$ cat config.mk
export PLATFORM = sky130hd
export DESIGN_NAME = stream_writer
export DESIGN_NICKNAME = d
export VERILOG_FILES = /design/src/hdl/npu_cfg_pkg.sv /design/src/hdl/stream_writer.sv
export SDC_FILE = /design/constraint.sdc
export NUM_CORES = 1
export LEC_CHECK = 0
export ABC_CLOCK_PERIOD_IN_PS = 5650
export BUFFER_PORTS_ARGS = -buffer_cell sky130_fd_sc_hd__buf_2
export CAP_MARGIN = 20
export CELL_PAD_IN_SITES_DETAIL_PLACEMENT = 1
export CELL_PAD_IN_SITES_GLOBAL_PLACEMENT = 2
export CORE_MARGIN = 3
export CORE_UTILIZATION = 31
export DETAILED_ROUTE_END_ITERATION = 6
export HOLD_SLACK_MARGIN = 0.12
export PLACE_DENSITY = 0.93
export SYNTH_ARGS = -nofsm -noshare
export SYNTH_HDL_FRONTEND = slang
export SYNTH_SLANG_ARGS = --single-unit
$ cat constraint.sdc
create_clock -name s00_axis_aclk -period 5.65 [get_ports s00_axis_aclk]
set_clock_uncertainty 0.2 [all_clocks]
set_input_delay 1.13 -clock s00_axis_aclk [delete_from_list [all_inputs] [get_ports s00_axis_aclk]]
set_output_delay 1.13 -clock s00_axis_aclk [all_outputs]
set_load 0.05 [all_outputs]
$ cat src/hdl/npu_cfg_pkg.sv
// stream, lane, bank and address sizes; imported by every RTL unit of the NPU
package npu_cfg_pkg;

    // stream and SRAM word
    localparam int DATA_W = 64;
    localparam int LANE_W = 8;
    localparam int LANES  = DATA_W / LANE_W;

    // bank addressing
    localparam int ADDR_W    = 8;
    localparam int WORDS     = 1 << ADDR_W;
    localparam int NUM_BANKS = 3;
    localparam int BANK_W    = 2;

    // tuser carries the bank in the upper bits and the word address below
    localparam int USER_W  = BANK_W + ADDR_W;
    localparam int COUNT_W = ADDR_W + 1;

    // fixed bank roles for the two operands and the result
    localparam logic [BANK_W-1:0] BANK_A = 2'd0;
    localparam logic [BANK_W-1:0] BANK_B = 2'd1;
    localparam logic [BANK_W-1:0] BANK_C = 2'd2;

endpackage

$ cat src/hdl/stream_writer.sv
`timescale 1ns/10ps
// output AXI-stream side; reads bank C word by word and holds each beat until accepted
module stream_writer (
    input  logic                            s00_axis_aclk,
    input  logic                            s00_axis_aresetn,
    input  logic                            out_start_i,
    input  logic [npu_cfg_pkg::COUNT_W-1:0] out_words_i,
    input  logic                            tready_i,
    input  logic [npu_cfg_pkg::DATA_W-1:0]  out_data_i,
    output logic                            out_rd_en_o,
    output logic [npu_cfg_pkg::ADDR_W-1:0]  out_rd_addr_o,
    output logic [npu_cfg_pkg::DATA_W-1:0]  tdata_o,
    output logic                            tvalid_o,
    output logic                            tlast_o,
    output logic                            out_done_o
);
    import npu_cfg_pkg::*;

    logic               active_q;
    logic               rd_pend_q;
    logic [COUNT_W-1:0] words_q;
    logic [COUNT_W-1:0] ptr_q;
    logic               beat_fire;

    assign beat_fire  = tvalid_o && tready_i;
    assign out_done_o = beat_fire && tlast_o;

    // keep one word in flight and read the next once the output register frees up
    assign out_rd_en_o   = active_q && !rd_pend_q && (ptr_q < words_q) &&
                           (!tvalid_o || tready_i);
    assign out_rd_addr_o = ptr_q[ADDR_W-1:0];

    always_ff @(posedge s00_axis_aclk or negedge s00_axis_aresetn) begin
        if (!s00_axis_aresetn) begin
            active_q  <= 1'b0;
            rd_pend_q <= 1'b0;
            words_q   <= '0;
            ptr_q     <= '0;
            tvalid_o  <= 1'b0;
            tlast_o   <= 1'b0;
        end else begin
            rd_pend_q <= out_rd_en_o;
            if (out_start_i) begin
                active_q <= 1'b1;
                words_q  <= out_words_i;
                ptr_q    <= '0;
            end else if (out_rd_en_o) begin
                ptr_q <= ptr_q + COUNT_W'(1);
            end
            if (out_done_o)
                active_q <= 1'b0;
            // ptr already points past the word now arriving
            if (rd_pend_q) begin
                tvalid_o <= 1'b1;
                tlast_o  <= (ptr_q == words_q);
            end else if (beat_fire) begin
                tvalid_o <= 1'b0;
                tlast_o  <= 1'b0;
            end
        end
    end

    always_ff @(posedge s00_axis_aclk) begin
        if (rd_pend_q)
            tdata_o <= out_data_i;
    end

    a_hold_out: assert property (@(posedge s00_axis_aclk) disable iff (!s00_axis_aresetn)
        tvalid_o && !tready_i |=> tvalid_o && $stable(tdata_o) && $stable(tlast_o));

endmodule

==> impl_metrics.toml <==
[run_status]
status = "finished, final reports clean"

[place]
dp.final_hpwl_um = 7190
globalplace.congestion = 0.742
dp_slack_ps = 1740
portBuffers = 152

[setup_path]
cp.required_ps = 4320
criticalPathCategory = "in2out"
r2r_start = "ptr_q[2]"
slowest_delay_ps = 400
end_kind = "output pin"
worst_path_dominant_cell_family = "simple AND/OR/NAND/NOR gates"
crit_buf_inv = 3
cp_cell_sequence = "buf_2 > inv_1 > a21oi_1 > nand4bb_1 > nor2_1 > buf_2"
worstPathArrival_ps = 2600
start_kind = "input port"
crit_top_cell = "buf_2"
crit_fanout = 11
slowest_stage = "nand4bb_1"
startpoint = "tready_i"

[logic_synthesis]
synthTopCellsByArea = "edfxtp_1, dfrtp_1, ha_1, buf_4, nand2_1"
syn_nets = 291
async_flop_share_pct = 25.6
ys_ff_latch = 86
synthCells = 204
yosys_most_used_dff = "edfxtp_1"
ys_seq_area_share_pct = 77.3
synth_top_cells_by_count = "edfxtp_1, dfrtp_1, nand2_1"
synth_top_area_share_pct = 60.1
synth-warning-count = 0
synth_most_common_cell = "edfxtp_1"
postSynthAreaPerCell_um2 = 15.7
syn_area_mm2 = 0.00320
synthDistinctLibCells = 31
synth_edf_count = 64
synth_area_leader_cell = "edfxtp_1"

[min_path]
min_from = "active_q"
hp-class = "reg2reg"

[cells_and_area]
fin_nets = 442
area_growth_pct = 33.6
final_util_pct = 43.1
diodes = 0
drive_gt1_share_pct = 48.5

[timing]
maxSlewHeadroom_pct = 47.2
worst-slew-pin-transition_ps = 793
drv_slew = 0
rsz0062_at_grt = "false"
setup_tns_ps = 0
hold_viol_final = 0
setup-violations-final = 0
post-route-min-period_ps = 3930
worst_slack_ps = 1720
fmax_mhz = 254
period_share_pct = 69.6

[clocking]
cts.reportedPaths.clkPinSlew_ps = 90
ctsLongestPathBuffers = 2
cts_tree = "yes"
cts.sinks = 86
post-cts-setup-buffers = 0
numCtsBuffers = 9
clk_latency_ps = 360
hold_buffers = 0
htree_num_levels = 3
cts_resized = 0
clockRootBuffer = "clkbuf_8"

[grt]
grt_overflow = 0
grt_max_degree = 67
antenna_found_initial = 0
grt_pass1_vias = 2334
grt_usage_pct = 15.4
grt_pass1_wl_um = 13100

[power_and_ir_drop]
p_leak_uw = 0.00190
ir_worst_vdd_mv = 0.220
power_density_mw_per_mm2 = 530

[detailed_routing]
antenna_left = 0
drc = 0
dr_total_vias = 2250
dr.first_iter.drc_count = 83
wl_per_cell_um = 18.5
firstDrtPassIters = 4
via_per_inst = 4.57
routed_wl_um = 9090

[die]
io_pins = 153
row_count = 36
coreArea_mm2 = 0.00991
start_util_pct = 32.3
die-area_mm2 = 0.0116
die_h_um = 108
die_w_um = 108

[run]
cap_violations = 0
power by group:
group	leakage (uW)	internal (uW)	switching [uW]
sequential	0.000896	886	50.4
combinational	0.000897	140	709
clock	0.000104	251	225
tightest hold or removal path: stages, from the launching register on:
cell     delay [ps]
dfrtp_1         360
nor2_1           40
nor2_1           80
state kept, by name, summed over array words and instances (netlist names):
register	count
active_q	1
ptr_q	9
rd_pend_q	1
tdata_o	64
tlast_o	1
tvalid_o	1
words_q	9
cell usage in the layout (no fill, tap or decap), types with 2 or more instances in the layout:
master      Yosys  routed
dfrtp_1        22      21
inv_1          12      12
edfxtp_1       64      64
nand4_1         3       3
a21oi_1         9       9
clkbuf_8        0       9
buf_2           2     152
o31ai_1         3       3
o21ai_0         9       9
a311oi_1        2       2
ha_1           10      10
nor3_1          3       3
nand2_1        15      15
nor2b_1         2       2
nand3_1         6       6
a31o_1          2       2
bufinv_16       0       2
or4_1           3       3
inv_2           2       2
clkinvlp_4      0       2
mux2_1          2       2
o21ai_1         3       3
nor2_1         10      10
area by class of cell:
type	count	area [um2]
well taps	133	166
fillers	1105	5640
clock inverters	6	95.1
multi-input cells	91	591
clock buffers	9	124
inverters	14	52.6
repair buffers	153	768
flip-flops and latches	86	2470
cell families (layout without fill, tap and decap cells):
logic type / Yosys count / count (layout) / synth area share [%]
AND/OR/NAND/NOR: 49 / 49 / 8.02
adder cells (fa/ha/maj): 10 / 10 / 3.91
flip-flops: 86 / 86 / 77.3
multiplexers: 3 / 3 / 1.06
AO/OA/AOI/OAI: 29 / 29 / 5.48
buffers and inverters: 27 / 182 / 4.19
stage by stage:
step / total power, uW / hold WS, ps / std cells / area [um2]
4_1_cts: 2290 / 323 / 492 / 4270
2_1_floorplan: 1590 / 260 / 204 / 3200
5_1_grt: 2350 / 356 / 492 / 4270
6_report: 2260 / 313 / 492 / 4270
3_3_place_gp: 1780 / 285 / 477 / 4050
3_5_place_dp: 1810 / 295 / 477 / 4050
final timing paths:
path,endpoint,slack (ps),cells after the start
hold reg to reg,active_q,310,2
hold / removal,active_q,310,2
max in group asynchronous,rd_pend_q,4330,1
min in group asynchronous,words_q[0],530,1
setup / recovery,out_rd_en_o,1720,6
setup reg to reg,ptr_q[6],3030,6
layer usage:
layer	routed length, um	vias up	GRT usage, %
met5	0	-	0
met4	119	0	5.14
met3	958	10	6.54
li1	-	1045	-
met1	3490	1094	16.8
met2	4520	101	27.0
Power figures use the tool's default switching activity.
