$ cat src/hdl/npu_cfg_pkg.sv
// stream, lane, bank and address sizes; imported by every RTL unit of the NPU
package npu_cfg_pkg;

    // stream and SRAM word
    localparam int DATA_W = 64;
    localparam int LANE_W = 8;
    localparam int LANES  = DATA_W / LANE_W;

    // bank addressing
    localparam int ADDR_W    = 8;
    localparam int WORDS     = 1 << ADDR_W;
    localparam int NUM_BANKS = 3;
    localparam int BANK_W    = 2;

    // tuser carries the bank in the upper bits and the word address below
    localparam int USER_W  = BANK_W + ADDR_W;
    localparam int COUNT_W = ADDR_W + 1;

    // fixed bank roles for the two operands and the result
    localparam logic [BANK_W-1:0] BANK_A = 2'd0;
    localparam logic [BANK_W-1:0] BANK_B = 2'd1;
    localparam logic [BANK_W-1:0] BANK_C = 2'd2;

endpackage

$ cat src/hdl/npu_op_pkg.sv
// opcode and FSM state encodings plus the lane-word view; used by control, ALU and top
package npu_op_pkg;

    // right shift applied to the MUL product
    localparam int SHIFT_W = 3;

    // opcode values of the element-wise operations
    typedef enum logic [3:0] {
        IDLE_OP = 4'd0,
        ADD_OP  = 4'd5,
        SUB_OP  = 4'd6,
        MUL_OP  = 4'd7
    } op_e;

    typedef enum logic [2:0] {
        IDLE         = 3'd0,
        WAIT_META    = 3'd1,
        WAIT_OP      = 3'd2,
        OP_DONE      = 3'd3,
        WRITE_OUTPUT = 3'd4
    } state_e;

    typedef logic signed [npu_cfg_pkg::LANE_W-1:0] lane_t;

    // one word read raw on the stream side or as int8 lanes in the ALU
    // lane 0 sits in the low byte
    typedef union packed {
        logic [npu_cfg_pkg::DATA_W-1:0]  raw;
        lane_t [npu_cfg_pkg::LANES-1:0] lane;
    } lane_word_u;

endpackage

$ cat src/hdl/elementwise_alu.sv
`timescale 1ns/10ps
// one-stage 8-lane int8 ALU; ADD, SUB and shifted MUL, each saturated to int8
module elementwise_alu (
    input  logic                            s00_axis_aclk,
    input  logic                            s00_axis_aresetn,
    input  logic                            valid_i,
    input  logic [npu_cfg_pkg::ADDR_W-1:0]  addr_i,
    input  npu_op_pkg::lane_word_u          a_i,
    input  npu_op_pkg::lane_word_u          b_i,
    input  npu_op_pkg::op_e                 op_i,
    input  logic [npu_op_pkg::SHIFT_W-1:0]  mul_shift_i,
    output logic                            valid_o,
    output logic [npu_cfg_pkg::ADDR_W-1:0]  addr_o,
    output npu_op_pkg::lane_word_u          data_o
);
    import npu_cfg_pkg::*;
    import npu_op_pkg::*;

    // holds the full int8 x int8 product
    typedef logic signed [2*LANE_W-1:0] wide_t;

    lane_word_u res_d;

    function automatic lane_t sat_lane(input wide_t v);
        if (v > 127)
            return 8'sh7f;
        else if (v < -128)
            return 8'sh80;
        else
            return v[LANE_W-1:0];
    endfunction

    always_comb begin
        // unknown opcodes give zero
        res_d.raw = '0;
        for (int i = 0; i < LANES; i++) begin
            case (op_i)
                ADD_OP: res_d.lane[i] = sat_lane(wide_t'(a_i.lane[i]) + wide_t'(b_i.lane[i]));
                SUB_OP: res_d.lane[i] = sat_lane(wide_t'(a_i.lane[i]) - wide_t'(b_i.lane[i]));
                MUL_OP: begin
                    // arithmetic shift keeps the sign of the product
                    res_d.lane[i] = sat_lane(
                        (wide_t'(a_i.lane[i]) * wide_t'(b_i.lane[i])) >>> mul_shift_i);
                end
                default: ;
            endcase
        end
    end

    always_ff @(posedge s00_axis_aclk or negedge s00_axis_aresetn) begin
        if (!s00_axis_aresetn)
            valid_o <= 1'b0;
        else
            valid_o <= valid_i;
    end

    always_ff @(posedge s00_axis_aclk) begin
        addr_o <= addr_i;
        data_o <= res_d;
    end

endmodule

$ cat config.mk
export PLATFORM = sky130hd
export DESIGN_NAME = elementwise_alu
export DESIGN_NICKNAME = d
export VERILOG_FILES = /design/src/hdl/npu_cfg_pkg.sv /design/src/hdl/npu_op_pkg.sv /design/src/hdl/elementwise_alu.sv
export SDC_FILE = /design/constraint.sdc
export NUM_CORES = 2
export LEC_CHECK = 0
export ABC_CLOCK_PERIOD_IN_PS = 900
export BUFFER_PORTS_ARGS = -buffer_cell sky130_fd_sc_hd__buf_2
export CAP_MARGIN = 20
export CORE_MARGIN = 1.5
export CORE_UTILIZATION = 40
export CTS_CLUSTER_SIZE = 24
export DETAILED_ROUTE_END_ITERATION = 8
export GPL_TIMING_DRIVEN = 0
export HOLD_SLACK_MARGIN = 0.03
export SYNTH_ARGS = -nofsm -noshare
export SYNTH_HDL_FRONTEND = slang
export SYNTH_SLANG_ARGS = --single-unit
$ cat constraint.sdc
create_clock -name s00_axis_aclk -period 0.9 [get_ports s00_axis_aclk]
set_input_delay 0.09 -clock s00_axis_aclk [delete_from_list [all_inputs] [get_ports s00_axis_aclk]]
set_output_delay 0.09 -clock s00_axis_aclk [all_outputs]
set_load 0.02 [all_outputs]
==> results.toml <==
[status]
status = "finished with violations"
violations = "negative setup slack"

[floorplan]
die_height_um = 290.0
initial_core_util = 0.4026
chipWidth_um = 290.0
ios = 219
coreArea_um2 = 81850
num_rows = 105
dieArea_um2 = 84120

[synth]
synth_ff_type = "dfxtp_1"
synth_area_per_cell_um2 = 8.105
synth_edf_count = 0
ys_seq_elements = 73
syn_area_um2 = 32950
synth-async-reset-ratio = 0.01370
postSynthCellCount = 4066
ys_types = 94
yosysWarnings = 0
syn_nets = 5036
yosysSeqAreaShare = 0.04450

[sta]
drv_slew = 0
holdWs_ps = 176.9
finalSetupViolCount = 137
rsz0062_at_grt = "yes"
tightestPinTransition_ps = 1181
fin_ws_ps = -4183
clock.fmax_mhz = 196.7
relSlewSlack = 0.2126
hold_viol_final = 0
period_needed_ps = 5083
fin_crit_sh = 5.648

[clocking]
cts_root_buf = "clkbuf_16"
numClockSinks = 73
numCtsBuffers = 9
cts_tree = "done"
path_clk_slew_ps = 90
htreeDepth = 3
cts_buffer_depth = 2

[grt]
antenna_found_initial = 4
grt_pass1_vias = 32530
grt_max_degree = 14
grt_pass1_wl_um = 185300
track_usage = 0.2793
overflow = 0

[worst_setup_path]
critPathRequiredTime_ps = 1240
worstPathArrival_ps = 5430
crit_top_cell = "fa_1"
cp_slowest_stage_delay_ps = 550
slowest_stage = "fa_1"
end_kind = "flop"
crit_type = "input pin to flop"
crit_fanout = 6
start_kind = "input pin"
worstPathCellList = "buf_12 > nand2_4 > fa_1 > inv_2 > fa_1 > inv_2 > fa_1 > inv_2 > fa_1 > ha_4 > o21ai_2 > o211a_1 > or4_4 > and3_4 > mux4_2 > nor2_4 > o22ai_2 > o31ai_4 > buf_6 > buf_6 > a211o_1"

[routing]
vias_per_cell = 5.740
ant_nets = 0
dr.first_iter.drc_count = 2718
drc = 0
vias = 32480
drt_first_pass_iters = 6
wl_per_cell_um = 21.24
wl_um = 120200

[power_and_ir_drop]
leakagePower_uw = 0.02010
p_per_area_nw_per_um2 = 4052
p_total_uw = 179400
ir_drop_mv = 3.359

[hold_path]
hold_class = "input pin to flop"
min_path_cells = 3

[finish]
layout_commonest_cell = "inv_1"
syn2layout_area_growth_pct = 34.37
layout_common_cells = "596 x inv_1, 398 x fa_1, 277 x nand2_1"
fillCellCount = 7528
nets = 5551
drive_gt1_frac = 0.3068

[placed_design]
gp_congestion = 0.9631
portBuffers = 217
dp_hpwl_um = 91250

[run]
maxCapViolations = 0
[metrics by stage]
stage	instance area [um2]	setup TNS (ps)	utilization	worst slack [ps]	std cells
2_1_floorplan	34330	-238010	-	-4021	4066
3_3_place_gp	36750	-304890	0.4490	-5173	5353
3_5_place_dp	36860	-303430	0.4503	-5196	5360
4_1_cts	42330	-247170	0.5171	-4096	5578
5_1_grt	44280	-260380	0.5409	-4278	5656
6_report	44280	-252060	0.5410	-4183	5658
[layout make-up]
type                    instances  area (um2)  area share
multi-input cells            3173       32780      0.7404
inverters                     713        2798     0.06318
plain buffers                  97       414.1    0.009353
clock inverters                 4       76.32    0.001724
clock buffers                  12       246.5    0.005567
repair buffers                514        5041      0.1138
well taps                    1070        1339     0.03023
flip-flops and latches         73        1577     0.03560
diodes                          2       5.005   0.0001130
[final timing paths]
path,from,to
min in group asynchronous,s00_axis_aresetn,valid_o
worst min-delay path,b_i[0],data_o[0]
worst max-delay path,a_i[43],data_o[41]
max in group asynchronous,s00_axis_aresetn,valid_o
[state kept, by name, indices dropped and copies added, names as in the netlist]
signal and count:
data_o 64, valid_o 1, addr_o 8
[cells by family after synthesis]
kind of cell | Yosys count | synth area share
and+or+nand+nor | 1136 | 0.1668
muxes | 113 | 0.04325
adders and majority gates | 827 | 0.4176
DFF | 73 | 0.04450
xor gates and xnor gates | 131 | 0.03607
buffers and inverters | 820 | 0.09393
AOI/OAI and AO/OA | 966 | 0.1979
[Yosys cell counts (11+ instances only)]
cell type,count,area (um2)
ha_1,368,4604
xor2_1,35,306.5
a211oi_1,73,548.0
o311ai_0,14,122.6
mux4_2,20,450.4
nor3_1,59,295.3
o21ai_0,211,1056
o221ai_1,40,350.3
o21bai_1,22,165.2
nand2_1,321,1205
or3_1,21,131.4
clkbuf_1,74,277.8
a21o_1,93,698.2
buf_1,19,71.32
fa_1,456,9129
nor2_1,302,1134
o211ai_1,30,225.2
or2_2,15,93.84
dfxtp_1,72,1441
nand4_1,11,68.82
nor2b_1,39,244.0
mux2_2,22,247.7
inv_1,713,2676
a221o_1,17,170.2
mux2i_1,70,700.7
o22ai_1,18,112.6
nand2b_1,50,312.8
o21a_1,26,195.2
a211o_1,20,175.2
a31oi_1,35,219.0
buf_2,13,65.06
o31ai_1,16,120.1
a21oi_1,209,1046
and2_1,215,1345
xnor2_1,93,814.5
nand3_1,50,250.2
[routing by layer]
metal  routed length (um)  vias up  global-route usage
met5                   45        -                   0
met4                 5020        6              0.1000
met3                 9111      335             0.04642
met2                56200     1399              0.4628
met1                49810    15970              0.3669
li1                     -    14770                   -
[worst max-delay path: cells and delay by family]
family	cells	cell delay [ps]
and+or+nand+nor	4	910
muxes	1	510
AOI/OAI and AO/OA	5	960
buffers and inverters	6	500
adders and majority gates	5	2440
[power by group]
| group | internal, uW | total (uW) | switching [uW] |
|---|---|---|---|
| sequential | 4350 | 4940 | 585 |
| clock | 2530 | 4610 | 2080 |
| combinational | 78300 | 170000 | 91500 |
| total | 85200 | 179000 | 94200 |
[repair_timing]
action | in CTS | in global routing
buffers inserted | 194 | 82
setup endpoints to repair | 137 | 137
endpoints found under the hold margin | 10 | 0
gates resized for setup | 962 | 304
pin swaps | 293 | 191
hold buffers | 11 | 0
cloned | 1 | 1
No activity file was read; power rests on OpenSTA's default activity.
