==> src/hdl/npu_cfg_pkg.sv <==
// stream, lane, bank and address sizes; imported by every RTL unit of the NPU
package npu_cfg_pkg;

    // stream and SRAM word
    localparam int DATA_W = 64;
    localparam int LANE_W = 8;
    localparam int LANES  = DATA_W / LANE_W;

    // bank addressing
    localparam int ADDR_W    = 8;
    localparam int WORDS     = 1 << ADDR_W;
    localparam int NUM_BANKS = 3;
    localparam int BANK_W    = 2;

    // tuser carries the bank in the upper bits and the word address below
    localparam int USER_W  = BANK_W + ADDR_W;
    localparam int COUNT_W = ADDR_W + 1;

    // fixed bank roles for the two operands and the result
    localparam logic [BANK_W-1:0] BANK_A = 2'd0;
    localparam logic [BANK_W-1:0] BANK_B = 2'd1;
    localparam logic [BANK_W-1:0] BANK_C = 2'd2;

endpackage

==> src/hdl/npu_op_pkg.sv <==
// opcode and FSM state encodings plus the lane-word view; used by control, ALU and top
package npu_op_pkg;

    // right shift applied to the MUL product
    localparam int SHIFT_W = 3;

    // opcode values of the element-wise operations
    typedef enum logic [3:0] {
        IDLE_OP = 4'd0,
        ADD_OP  = 4'd5,
        SUB_OP  = 4'd6,
        MUL_OP  = 4'd7
    } op_e;

    typedef enum logic [2:0] {
        IDLE         = 3'd0,
        WAIT_META    = 3'd1,
        WAIT_OP      = 3'd2,
        OP_DONE      = 3'd3,
        WRITE_OUTPUT = 3'd4
    } state_e;

    typedef logic signed [npu_cfg_pkg::LANE_W-1:0] lane_t;

    // one word read raw on the stream side or as int8 lanes in the ALU
    // lane 0 sits in the low byte
    typedef union packed {
        logic [npu_cfg_pkg::DATA_W-1:0]  raw;
        lane_t [npu_cfg_pkg::LANES-1:0] lane;
    } lane_word_u;

endpackage

==> src/hdl/npu_ctrl.sv <==
`timescale 1ns/10ps
// control FSM that gates loading, issues operand reads, counts results and starts output
module npu_ctrl (
    input  logic                            s00_axis_aclk,
    input  logic                            s00_axis_aresetn,
    input  npu_op_pkg::op_e                 op_i,
    input  logic [npu_op_pkg::SHIFT_W-1:0]  mul_shift_i,
    input  logic [npu_cfg_pkg::COUNT_W-1:0] op_words_i,
    input  logic                            metadata_valid_i,
    input  logic                            metadata_done_i,
    input  logic                            finish_calc_i,
    input  logic                            res_valid_i,
    input  logic                            out_done_i,
    output logic                            load_en_o,
    output logic                            rd_en_o,
    output logic [npu_cfg_pkg::ADDR_W-1:0]  rd_addr_o,
    output npu_op_pkg::op_e                 op_o,
    output logic [npu_op_pkg::SHIFT_W-1:0]  mul_shift_o,
    output logic                            out_start_o,
    output logic                            layer_done_o
);
    import npu_cfg_pkg::*;
    import npu_op_pkg::*;

    state_e             state_q;
    state_e             state_d;
    logic [COUNT_W-1:0] words_q;
    logic [COUNT_W-1:0] iss_cnt_q;
    logic [COUNT_W-1:0] res_cnt_q;
    logic [COUNT_W-1:0] res_next;

    // input stream only open while waiting for operands
    assign load_en_o = (state_q == WAIT_META);
    assign rd_en_o   = (state_q == WAIT_OP) && (iss_cnt_q < words_q);
    assign rd_addr_o = iss_cnt_q[ADDR_W-1:0];
    assign res_next  = res_cnt_q + COUNT_W'(res_valid_i);

    // ------------------------------------------------------------------------
    // next state
    // ------------------------------------------------------------------------
    always_comb begin
        state_d = state_q;
        case (state_q)
            IDLE: begin
                if (metadata_valid_i)
                    state_d = WAIT_META;
            end
            WAIT_META: begin
                if (metadata_done_i)
                    state_d = WAIT_OP;
                else if (finish_calc_i)
                    state_d = WRITE_OUTPUT;
            end
            WAIT_OP: begin
                // leave once the last result lands in bank C
                if (res_next >= words_q)
                    state_d = OP_DONE;
            end
            OP_DONE:      state_d = WAIT_META;
            WRITE_OUTPUT: begin
                if (out_done_i)
                    state_d = IDLE;
            end
            default:      state_d = IDLE;
        endcase
    end

    always_ff @(posedge s00_axis_aclk or negedge s00_axis_aresetn) begin
        if (!s00_axis_aresetn) begin
            state_q      <= IDLE;
            iss_cnt_q    <= '0;
            res_cnt_q    <= '0;
            out_start_o  <= 1'b0;
            layer_done_o <= 1'b0;
        end else begin
            state_q      <= state_d;
            out_start_o  <= (state_d == WRITE_OUTPUT) && (state_q != WRITE_OUTPUT);
            layer_done_o <= (state_q == OP_DONE);
            if (state_q == OP_DONE) begin
                iss_cnt_q <= '0;
                res_cnt_q <= '0;
            end else if (state_q == WAIT_OP) begin
                if (rd_en_o)
                    iss_cnt_q <= iss_cnt_q + COUNT_W'(1);
                res_cnt_q <= res_next;
            end
        end
    end

    // operation is held for the whole of WAIT_OP
    always_ff @(posedge s00_axis_aclk) begin
        if (state_q == WAIT_META && metadata_done_i) begin
            op_o        <= op_i;
            mul_shift_o <= mul_shift_i;
            words_q     <= op_words_i;
        end
    end

    a_op_legal: assert property (@(posedge s00_axis_aclk) disable iff (!s00_axis_aresetn)
        state_q == WAIT_OP |-> op_o inside {ADD_OP, SUB_OP, MUL_OP});

    a_done_pulse: assert property (@(posedge s00_axis_aclk) disable iff (!s00_axis_aresetn)
        layer_done_o |=> !layer_done_o);

endmodule

==> config.mk <==
export PLATFORM = sky130hd
export DESIGN_NAME = npu_ctrl
export DESIGN_NICKNAME = d
export VERILOG_FILES = /design/src/hdl/npu_cfg_pkg.sv /design/src/hdl/npu_op_pkg.sv /design/src/hdl/npu_ctrl.sv
export SDC_FILE = /design/constraint.sdc
export NUM_CORES = 1
export LEC_CHECK = 0
export ABC_AREA = 1
export CORE_MARGIN = 2
export CORE_UTILIZATION = 45
export CTS_CLUSTER_DIAMETER = 120
export DETAILED_ROUTE_END_ITERATION = 16
export DONT_BUFFER_PORTS = 1
export HOLD_SLACK_MARGIN = 0.08
export SKIP_CTS_REPAIR_TIMING = 1
export SLEW_MARGIN = 5
export SYNTH_ARGS = -nofsm -noshare
export SYNTH_HDL_FRONTEND = slang
export SYNTH_SLANG_ARGS = --single-unit
export TNS_END_PERCENT = 30
==> constraint.sdc <==
create_clock -name s00_axis_aclk -period 2.8 [get_ports s00_axis_aclk]
set_clock_uncertainty 0.1 [all_clocks]
set_input_delay 0.56 -clock s00_axis_aclk [delete_from_list [all_inputs] [get_ports s00_axis_aclk]]
set_output_delay 0.56 -clock s00_axis_aclk [all_outputs]
set_load 0.02 [all_outputs]
==> summary.md <==
| Metric | Value |
|---|---|
| Initial antenna violation count | 0 |
| Post-Synth Adder-Cell Area | 0.113 |
| Setup tns final | 0 ns |
| Synth Area in XOR/XNOR | 0.0339 |
| VDD IR max | 0.452 mV |
| Vias per inst | 4.81 |
| Most common cell after layout, fill and taps aside | nand2_1 |
| Post-synth top area share | 0.247 |
| Slew headroom | 0.666 |
| Crit path cell chain | ha_1 > nand2_1 > inv_1 > a21oi_1 > nand4_2 > inv_2 |
| Detail Route Antenna Nets | 0 |
| Fillers | 481 |
| R2R setup slack | 0.55 ns |
| Cell-internal power | 1.18 mW |
| 1st-iter DRT viols | 63 |
| DP HPWL | 3250 um |
| Measured slew at the worst slew-check pin | 0.499 ns |
| Synthesis warning total | 0 |
| Multiplexer area fraction after synthesis | 0 |
| Clk Latency, worst-skew pair | 0.30 ns |
| Share of power burned in registers | 0.456 |
| Fin util | 0.489 |
| Most frequent cells in the layout | nand2_1, inv_1, nor2_1 |
| DIE WIDTH | 75.9 um |
| Fin crit share | 0.867 |
| CTS H-tree depth | 2 |
| Register bit total from synthesis | 39 |
| ANT cells | 0 |
| Gr ovfl total | 0 |
| Vias in the first global route | 1468 |
| Crit path capture type | output pin |
| Min-Delay Path Depth | 0 |
| Layout cell share with drive strength beyond 1 | 0.0775 |
| Clock sinks | 39 |
| Port bufs | 0 |
| CP max stage cell | dfrtp_1 |
| Syn Inst Count | 269 |
| Net Sw Frac | 0.427 |
| Sequential area share after synthesis | 0.454 |
| Row Count | 26 |
| Die Ht | 75.9 um |
| Comb pwr share | 0.357 |
| Total Power | 2.05 mW |
| Synth Area per Inst | 8.65 um2 |
| RSZ-0062 raised after global routing | false |
| Die area | 5760 um2 |
| Setup-failing EPs final | 0 |
| Status | complete, no violations |
| Final Hold Fails | 0 |
| CTS buffer count | 5 |
| Hold WC Path Type | input port to register |
| DR DRC count | 0 |
| Final nets | 314 |
| Min-delay src | op_i[2] |
| WHS Endpoint | op_o[2] |
| Predominant post-synthesis flop cell | dfrtp_1 |
| Critical-path maximum fanout | 5 |
| TritonCTS clock tree | done |
| Top post-synthesis cells by area | dfrtp_1, edfxtp_1, ha_1 |
| Fmax | 0.412 GHz |
| Core area | 5040 um2 |
| Compound-Gate Fraction of Synth Area | 0.0452 |
| Global-route wire length before repair | 6870 um |
| Distinct cell type count after synthesis | 26 |
| FF-to-FF path depth | 13 |
| Worst Path Required | 2.14 ns |
| Final min period | 2.43 ns |
| WS Path Type | register to output pin |
| Synth Area in Simple Gates | 0.245 |
| CTS Root Cell | clkbuf_8 |
| Clk pin slew, worst setup/hold paths | 0.09 ns |
| Largest area contributor in the netlist | dfrtp_1 |
| Slew Viols, Final | 0 |
| P per Cell Area | 833 nW/um2 |
| Starting density of the core | 0.461 |
| Switching power total | 876 uW |
| CP Launch Type | register |
| Reg2reg start | res_cnt_q[0] |
| Maximum root-to-sink buffer count | 2 |
| Max incr delay on CP | 0.52 ns |
| Per-cell routed wire length | 12.7 um |
| Reg2reg end | state_q[0] |
| Synth Cell Area | 2330 um2 |
| Largest net degree at the start of global routing | 24 |
| Clock network power share | 0.187 |
| Final wirelength | 4340 um |
| Via count | 1639 |
| Largest family of logic cells by synthesized area | simple AND/OR/NAND/NOR gates |
| Pre-antenna DRT Iters | 5 |
| Ports | 42 |
| Global-route usage over all layers | 0.164 |
| P&R area growth vs syn | 5.92% |
| Maxcap violations | 0 |
| Arrival time at the worst endpoint | 1.77 ns |
| Pleak | 1.26 nW |
| Post-synth EDFFs | 16 |
| Mapped Nets | 313 |
| Asr flop ratio synth | 0.590 |
| RePlAce Congestion | 0.871 |
==> power groups by stage <==
stage	logic, mW	registers [mW]	clock network, mW
2_1_floorplan	0.670	0.867	0
5_1_grt	0.852	0.961	0.423
3_3_place_gp	0.711	0.948	0
6_report	0.732	0.935	0.384
3_5_place_dp	0.720	0.946	0
4_1_cts	0.723	0.937	0.402
==> through the flow <==
step           cells  setup slack [ns]  hold WS, ns  cell area [um2]
6_report         341             0.373        0.250             2460
5_1_grt          341             0.226        0.226             2460
3_3_place_gp     331             0.435        0.165             2340
2_1_floorplan    269             0.518        0.164             2330
4_1_cts          339             0.339       -0.169             2430
3_5_place_dp     331             0.363        0.165             2340
==> critical path: cells and delay by family, from the launching register on <==
| kind | cells | cell delay, ns |
|---|---|---|
| and+or+nand+nor | 2 | 0.23 |
| AOI/OAI and AO/OA | 1 | 0.19 |
| buffers and inverters | 2 | 0.18 |
| DFF | 1 | 0.52 |
| adders and majority gates | 1 | 0.34 |
==> worst max path at each step <==
stage          cells past startpoint         start    endpoint  slack [ns]
6_report                           6  iss_cnt_q[7]     rd_en_o        0.37
5_1_grt                            8  iss_cnt_q[4]     rd_en_o        0.23
4_1_cts                            6  iss_cnt_q[7]     rd_en_o        0.34
3_5_place_dp                      13   res_valid_i  state_q[0]        0.36
3_3_place_gp                      11   res_valid_i  state_q[0]        0.43
2_1_floorplan                     13   res_valid_i  state_q[0]        0.52
==> cells by family after synthesis <==
group / after synthesis
adders and majority gates: 21
xor gates and xnor gates: 9
buffers and inverters: 53
and+or+nand+nor: 128
DFF: 39
AOI/OAI and AO/OA: 19
==> registers in the layout, summed over array words and instances, names as in the netlist <==
name / flops
layer_done_o: 1
res_cnt_q: 9
state_q: 3
mul_shift_o: 3
out_start_o: 1
words_q: 9
op_o: 4
iss_cnt_q: 9
==> final cells by class <==
| type | instances | area (um2) | area share |
|---|---|---|---|
| inverter | 41 | 154 | 0.0625 |
| tap | 70 | 87.6 | 0.0356 |
| sequential | 39 | 1060 | 0.429 |
| timing repair buffer | 6 | 60.1 | 0.0244 |
| clock buffer | 5 | 68.8 | 0.0279 |
| clock inverter | 3 | 20.0 | 0.00813 |
| multi-input combinational | 177 | 1020 | 0.413 |
==> metal layers <==
layer	vias up	routed length (um)	track usage
met5	-	0	0
met4	0	72	0.0643
met3	7	200	0.0476
met2	44	1940	0.236
met1	726	2120	0.235
li1	862	-	-
==> Yosys cell counts (3+ instances only) <==
cell type / number
o22ai_1: 4
nand2_1: 67
a21oi_1: 4
nor3_1: 4
buf_4: 8
ha_1: 21
inv_2: 4
o21ai_0: 8
nand3_1: 21
xor2_1: 7
inv_1: 37
nor2_1: 24
buf_6: 3
edfxtp_1: 16
dfrtp_1: 23
nand4_1: 4
(Power assumes the default switching activity.)
